$ cat config.mk
export PLATFORM = sky130hd
export DESIGN_NAME = forwardUnit_flat
export DESIGN_NICKNAME = d
export VERILOG_FILES = /design/src/isaPkg.sv /design/src/pipePkg.sv /design/src/hazardIf.sv /design/src/forwardUnit.sv /design/src/flat_wrapper.sv
export SDC_FILE = /design/constraint.sdc
export NUM_CORES = 1
export LEC_CHECK = 0
export ABC_AREA = 1
export BUFFER_PORTS_ARGS = -buffer_cell sky130_fd_sc_hd__buf_2
export CAP_MARGIN = 20
export CELL_PAD_IN_SITES_DETAIL_PLACEMENT = 0
export CELL_PAD_IN_SITES_GLOBAL_PLACEMENT = 2
export CORE_ASPECT_RATIO = 1.5
export CORE_MARGIN = 3
export CORE_UTILIZATION = 14
export DETAILED_ROUTE_END_ITERATION = 16
export PLACE_DENSITY = 0.88
export SYNTH_ARGS = -nofsm -noshare
export SYNTH_HDL_FRONTEND = slang
export SYNTH_SLANG_ARGS = --single-unit
$ cat constraint.sdc
create_clock -name vclk -period 0.8
set_input_delay 0.16 -clock vclk [all_inputs]
set_output_delay 0.16 -clock vclk [all_outputs]
set_load 0.05 [all_outputs]
$ cat src/isaPkg.sv
`default_nettype none

package isaPkg;

  // Register file geometry
  localparam int RegCount = 32;
  localparam int RegIdxW  = $clog2(RegCount);

  // Data RAM geometry, word indexed from address bits 7:2
  localparam int RamWords = 64;
  localparam int RamIdxW  = $clog2(RamWords);

  typedef logic [RegIdxW-1:0] regIdxT;   // Architectural register number
  typedef logic [31:0]        wordT;     // Data word

  // Pre-decoded operation codes
  typedef enum logic [3:0] {
    opAdd   = 4'd0,
    opSub   = 4'd1,
    opAnd   = 4'd2,
    opOr    = 4'd3,
    opXor   = 4'd4,
    opAddi  = 4'd5,   // rs1 + imm
    opLoad  = 4'd6,   // rd <- mem[rs1 + imm]
    opStore = 4'd7,   // mem[rs1 + imm] <- rs2, no rd
    opMul   = 4'd8,   // Low word of rs1 * rs2
    opCsrw  = 4'd9,   // csr <- rs1, no rd
    opCsrr  = 4'd10   // rd <- csr
  } opT;

endpackage

`default_nettype wire

$ cat src/pipePkg.sv
`default_nettype none

package pipePkg;
  import isaPkg::*;

  // Bypass source for an Execute operand, same encoding as the classic forward mux
  typedef enum logic [1:0] {
    fwdNone = 2'b00,   // Register file value
    fwdW    = 2'b01,   // Writeback stage result
    fwdM    = 2'b10    // Memory stage result
  } fwdSelT;

  // Decode to Execute
  typedef struct packed {
    opT     op;
    regIdxT rs1;     // x0 when the op has no rs1
    regIdxT rs2;     // x0 when the op has no rs2
    regIdxT rd;      // x0 when the op writes nothing
    wordT   imm;
    wordT   a;       // Register file operand A
    wordT   b;       // Register file operand B
    logic   write;
  } deStageT;

  // Execute to Memory
  typedef struct packed {
    opT          op;
    regIdxT      rd;
    wordT        alu;         // ALU result, RAM address or CSR write data
    wordT        storeData;
    wordT        pLo;         // aLo * bLo
    logic [15:0] pCross;      // Low half of aHi * bLo + aLo * bHi
    logic        write;
  } emStageT;

  // Memory to Writeback
  typedef struct packed {
    regIdxT rd;
    wordT   result;
    logic   write;
  } mwStageT;

endpackage

`default_nettype wire

$ cat src/hazardIf.sv
`default_nettype none

interface hazardIf import isaPkg::*, pipePkg::*; (
  input logic clk,
  input logic rst
);

  regIdxT Rs1D, Rs2D;                 // Decode sources, x0 when idle
  regIdxT Rs1E, Rs2E;                 // Execute sources
  regIdxT RdE, RdM, RdW;              // Destinations, x0 when none
  logic   LoadE, MulE, CsrReadE;      // Execute kinds finishing in Memory
  logic   RegWriteM, RegWriteW;       // Writing instruction in M / W
  fwdSelT ForwardAE, ForwardBE;       // Operand bypass selects
  logic   LoadStallD, MulStallD, CsrStallD;

  // Pipeline side
  modport pipe (
    output Rs1D, Rs2D, Rs1E, Rs2E, RdE, RdM, RdW,
    output LoadE, MulE, CsrReadE, RegWriteM, RegWriteW,
    input  ForwardAE, ForwardBE, LoadStallD, MulStallD, CsrStallD
  );

  // Hazard unit side
  modport fwd (
    input  clk, rst,
    input  Rs1D, Rs2D, Rs1E, Rs2E, RdE, RdM, RdW,
    input  LoadE, MulE, CsrReadE, RegWriteM, RegWriteW,
    output ForwardAE, ForwardBE, LoadStallD, MulStallD, CsrStallD
  );

endinterface

`default_nettype wire

$ cat src/forwardUnit.sv
`default_nettype none

module forwardUnit import isaPkg::*, pipePkg::*; (
  hazardIf.fwd hz
);

  logic matchDE;   // Decode source depends on Execute destination

  // Memory wins over Writeback, it holds the younger value
  function automatic fwdSelT pickSrc(
    input regIdxT rs,
    input regIdxT rdM,
    input logic   writeM,
    input regIdxT rdW,
    input logic   writeW
  );
    fwdSelT sel;
    sel = fwdNone;
    if (rs != '0) begin                         // x0 is never bypassed
      if ((rs == rdM) && writeM)      sel = fwdM;
      else if ((rs == rdW) && writeW) sel = fwdW;
    end
    return sel;
  endfunction

  ////////////////////////////////////////////////////////////
  // Operand bypass
  ////////////////////////////////////////////////////////////

  always_comb begin
    hz.ForwardAE = pickSrc(hz.Rs1E, hz.RdM, hz.RegWriteM, hz.RdW, hz.RegWriteW);
    hz.ForwardBE = pickSrc(hz.Rs2E, hz.RdM, hz.RegWriteM, hz.RdW, hz.RegWriteW);
  end

  ////////////////////////////////////////////////////////////
  // Decode stall, result only ready at the end of Memory
  ////////////////////////////////////////////////////////////

  // RdE is x0 for bubbles and non-writing ops
  assign matchDE = ((hz.Rs1D == hz.RdE) || (hz.Rs2D == hz.RdE)) && (hz.RdE != '0);

  assign hz.LoadStallD = hz.LoadE    && matchDE;   // Load data comes from RAM in M
  assign hz.MulStallD  = hz.MulE     && matchDE;   // Partial products summed in M
  assign hz.CsrStallD  = hz.CsrReadE && matchDE;   // CSR read in M

  // Execute kinds from the pipeline must be exclusive
  stallCauseOneHot: assert property (@(posedge hz.clk) disable iff (hz.rst)
    $onehot0({hz.LoadStallD, hz.MulStallD, hz.CsrStallD}));

endmodule

`default_nettype wire

$ cat src/flat_wrapper.sv
// flat-port wrapper written by rule: the top's interface ports become plain ports
module forwardUnit_flat import isaPkg::*, pipePkg::*;
  (clk, rst, hz_Rs1D, hz_Rs2D, hz_Rs1E, hz_Rs2E, hz_RdE, hz_RdM, hz_RdW, hz_LoadE, hz_MulE, hz_CsrReadE, hz_RegWriteM, hz_RegWriteW, hz_ForwardAE, hz_ForwardBE, hz_LoadStallD, hz_MulStallD, hz_CsrStallD);
  hazardIf hz_i (.clk(clk), .rst(rst));
  input wire logic clk;
  input wire logic rst;
  input wire logic [$bits(hz_i.Rs1D)-1:0] hz_Rs1D;
  input wire logic [$bits(hz_i.Rs2D)-1:0] hz_Rs2D;
  input wire logic [$bits(hz_i.Rs1E)-1:0] hz_Rs1E;
  input wire logic [$bits(hz_i.Rs2E)-1:0] hz_Rs2E;
  input wire logic [$bits(hz_i.RdE)-1:0] hz_RdE;
  input wire logic [$bits(hz_i.RdM)-1:0] hz_RdM;
  input wire logic [$bits(hz_i.RdW)-1:0] hz_RdW;
  input wire logic [$bits(hz_i.LoadE)-1:0] hz_LoadE;
  input wire logic [$bits(hz_i.MulE)-1:0] hz_MulE;
  input wire logic [$bits(hz_i.CsrReadE)-1:0] hz_CsrReadE;
  input wire logic [$bits(hz_i.RegWriteM)-1:0] hz_RegWriteM;
  input wire logic [$bits(hz_i.RegWriteW)-1:0] hz_RegWriteW;
  output wire logic [$bits(hz_i.ForwardAE)-1:0] hz_ForwardAE;
  output wire logic [$bits(hz_i.ForwardBE)-1:0] hz_ForwardBE;
  output wire logic [$bits(hz_i.LoadStallD)-1:0] hz_LoadStallD;
  output wire logic [$bits(hz_i.MulStallD)-1:0] hz_MulStallD;
  output wire logic [$bits(hz_i.CsrStallD)-1:0] hz_CsrStallD;
  assign hz_i.Rs1D = hz_Rs1D;
  assign hz_i.Rs2D = hz_Rs2D;
  assign hz_i.Rs1E = hz_Rs1E;
  assign hz_i.Rs2E = hz_Rs2E;
  assign hz_i.RdE = hz_RdE;
  assign hz_i.RdM = hz_RdM;
  assign hz_i.RdW = hz_RdW;
  assign hz_i.LoadE = hz_LoadE;
  assign hz_i.MulE = hz_MulE;
  assign hz_i.CsrReadE = hz_CsrReadE;
  assign hz_i.RegWriteM = hz_RegWriteM;
  assign hz_i.RegWriteW = hz_RegWriteW;
  assign hz_ForwardAE = hz_i.ForwardAE;
  assign hz_ForwardBE = hz_i.ForwardBE;
  assign hz_LoadStallD = hz_i.LoadStallD;
  assign hz_MulStallD = hz_i.MulStallD;
  assign hz_CsrStallD = hz_i.CsrStallD;
  forwardUnit u_core (.hz(hz_i));
endmodule
=== After elaboration in Yosys (flattened, before gate mapping) ===
Index checks and enable logic that the tools add are counted.

* Bits in registers: 0
* Memories: 0
* Word-level logic and storage cells: 24
* Memory bits (writable): 0
* Input port bits: 42
* Output and inout port bits: 7
* Bits in latches: 0
* ROM bits: 0

* Eq/ne operators: 6
* Bitwise gates (word level): 0
* Multiply operators: 0
* Muxes and demuxes: 6
* Reductions and logical operators: 12
* $lt $le $gt $ge: 0
* Divide/modulo/power cells: 0
* Shifts and indexed selects: 0
* Add/sub/neg operators: 0

{| class="wikitable"
|+ Operators by type and width
! cell !! number
|-
| 5-bit == test || 6
|-
| 5-bit nonzero test || 3
|-
| 1-bit logical AND || 8
|-
| 2-bit two-way mux || 4
|-
| 1-bit two-way mux || 2
|-
| 1-bit logical OR || 1
|}

=== Longest topological paths before layout ===
* Depth in word-level cells: 5
* Depth in mapped cells: 8
* Mapped depth without buffers: 8

=== Least setup slack after synthesis ===
No wires, ideal clock.

* Path kind: input-to-output
* Start: input hz_RdM[0]
* End: output hz_ForwardAE[1]
* Path buffers: 0
* Data required time: 0.640 ns
* Stages: 4
* Arrival time: 1.510 ns
* Slack: -0.870 ns
* Path through: inv_1 -> or2_2 -> nand4_1 -> nor3_1

* Longest elaborated chain between the ends: 4

{| class="wikitable"
|+ Ends and longest elaborated chain
! element !! line !! text
|-
| from (decl) || flat_wrapper.sv:12 || <nowiki>input wire logic [$bits(hz_i.RdM)-1:0] hz_RdM;</nowiki>
|-
| 5-bit == test || forwardUnit.sv:20 || <nowiki>if ((rs == rdM) && writeM) sel = fwdM;</nowiki>
|-
| 1-bit logical AND || forwardUnit.sv:20 ||
|-
| 2-bit two-way mux || forwardUnit.sv:20 ||
|-
| 2-bit two-way mux || forwardUnit.sv:19 || <nowiki>if (rs != '0) begin</nowiki>
|-
| to (decl) || flat_wrapper.sv:19 || <nowiki>output wire logic [$bits(hz_i.ForwardAE)-1:0] hz_ForwardAE;</nowiki>
|}

Every way passes these cells.

=== Worst setup path after layout ===
* Start: input hz_Rs1E[3]
* End: output hz_ForwardAE[1]

* Longest elaborated chain between the ends: 4
* Elaborated cells between the ends (all ways): 5
* Those cells by class: eq/ne (1); mux (2); reduce/logical (2)

{| class="wikitable"
|+ Ends and longest elaborated chain
! element !! line !! text
|-
| from (decl) || flat_wrapper.sv:9 || <nowiki>input wire logic [$bits(hz_i.Rs1E)-1:0] hz_Rs1E;</nowiki>
|-
| 5-bit == test || forwardUnit.sv:20 ||
|-
| 1-bit logical AND || forwardUnit.sv:20 ||
|-
| 2-bit two-way mux || forwardUnit.sv:20 ||
|-
| 2-bit two-way mux (*) || forwardUnit.sv:19 ||
|}

Every way passes the cells marked *; elsewhere a longest branch is shown, timed or not.

==> run summary <==
# nets final = 224
Setup CP Type = input pin to primary output
ANT cells = 0
Crit path buf inv count = 3
Worst-Margin Slew = 0.1986 ns
Req. time, crit path = 0.64 ns
Worst ir drop on vdd = 0.2115 mV
Hold Fails Final Rpt = 0
Critical path's most frequent cell = buf_6
Vias per std cell = 4.166
Pin count of the biggest net entering global routing = 5
Gp weighted congestion = 0.8255
Distinct cell type count after synthesis = 15
Hold Path Stages = 4
Syn-to-layout area delta = 139.2%
Antenna Nets Post-Route = 0
Synth Warn # = 0
Syn_nets = 165
Pre-antenna DRT Iters = 4
Final instance area = 1335 sq um
Initial antenna violation count = 0
Startpoint Class = input pin
Register area = 0 sq um
Worst Hold Path EP = hz_CsrStallD
Crit share post-route = 1.487
HP Start = hz_CsrReadE
Tmin final = 1.189 ns
Final Setup Violations = 7
Clkbuf count = 0
PD cells = 491.4 nW/um^2
Port Buffers = 47
Die width = 57.55 um
Failing checks = negative setup slack
Commonest non-fill, non-tap cells in the layout = nand2_1, buf_6, inv_1, buf_2, buf_4
Register area share after synthesis = 0
Status = complete, but fails checks
CP delay by family, top = buffers and inverters
Die area = 4795 sq um
Crit path capture type = primary output
Detailed Route WL = 2303 um
Total GRT Usage = 0.08907
Setup ws final = -0.3893 ns
HP Class = input pin to primary output
Commonest non-fill, non-tap cell in the layout = nand2_1
Core Box Area = 3750 sq um
Initial DRC count = 25
Final setup TNS = -2.547 ns
Fill cells = 403
Post-CTS Setup Bufs = 0
Crit-path cells = buf_6 -> a21oi_1 -> nand4_1 -> buf_4 -> nor3_4 -> buf_6
Critical path arrival = 1.03 ns
CP max FO = 4
Site Rows = 27
Area of the multi-input gates = 631.9 sq um
DP Area = 1005 sq um
Max-Cap Viols = 0
Mapped Area = 558.0 sq um
Final Util = 0.3560
Max stage delay on crit path = 0.18 ns
Fmax = 0.8409 GHz
Layout cells sized above 1 = 0.5778
DRC = 0
Sequential cells = 0
Vias = 929
Relative slew slack = 0.8672
Grt total ovfl = 0
Post-DP HPWL = 1943 um
Die Y = 83.33 um
First-pass GRT wire length = 3581 um
Slowest CP cell = buf_6
Mapped Cells = 123
RSZ-0062 raised after global routing = yes
I/O pins = 49
Avg Inst Size Synth = 4.537 sq um
Static Leakage = 0.0006915 uW
Initial Util = 0.1488
Via count of the first global-routing pass = 915
DR WL/cell = 10.33 um
Final Max Tran Viols = 0
## layout make-up
type                       count  area share
timing repair buffer          57      0.3964
tap                           43     0.04030
multi-input combinational     93      0.4733
inverter                      30     0.08997
## synthesized netlist by cell type (all sizes together)
cell type  number  area (sq um)
nand2          42         162.6
inv            30         112.6
nor2           18         67.56
xnor2           7         61.31
nor3            6         30.03
nand3           5         25.02
nand4           5         31.28
xor2            3         26.28
a21oi           2         10.01
o22ai           2         12.51
o211ai          1         7.510
o21ai           1         5.000
or2             1         6.260
## routing by layer
layer	up-vias	wire length, um	track usage
li1	489	-	-
met1	396	716	0.08495
met2	40	1330	0.1903
met3	4	186	0.01244
met4	0	70	0.01055
met5	-	0	0
## timing repair
action | in CTS | in global routing
pin swaps | 24 | 29
gates resized for setup | 50 | 45
setup endpoints to repair | 7 | 7
hold buffers | 0 | 0
## kinds of logic (layout without fill, tap and decap cells)
kind of cell	Yosys count	after routing	synth area share
and+or+nand+nor	77	77	0.5785
buffers and inverters	30	87	0.2018
xor gates and xnor gates	10	10	0.1570
AOI/OAI and AO/OA	6	6	0.06277
## worst max-delay path by stage
stage,from,to,cells past startpoint
floorplan,hz_RdM[2],hz_ForwardAE[1],3
global placement,hz_RdE[1],hz_MulStallD,10
detailed placement,hz_RdM[4],hz_ForwardAE[1],5
CTS,hz_Rs1E[4],hz_ForwardAE[0],6
global route,hz_Rs2E[4],hz_ForwardBE[1],5
finish,hz_Rs1E[3],hz_ForwardAE[1],6
## metrics by stage
| step | setup WS, ns | power [uW] | instances | hold WS (ns) |
|---|---|---|---|---|
| after floorplan | -0.3189 | 255.2 | 123 | 0.4755 |
| after global placement | -0.5397 | 488.3 | 223 | 0.7325 |
| final | -0.3893 | 656.0 | 223 | 0.6720 |
| after global routing | -0.4636 | 718.1 | 223 | 0.6873 |
| after CTS | -0.4097 | 575.6 | 223 | 0.6740 |
| after detailed placement | -0.5486 | 483.5 | 223 | 0.7319 |
## where the power goes
part / internal [uW] / switching (uW) / leakage (uW)
clock network: 0 / 0 / 0
registers: 0 / 0 / 0
logic: 341 / 315 / 0.000691
total: 341 / 315 / 0.000691
Note: power is estimated with default switching activity, not from simulation.
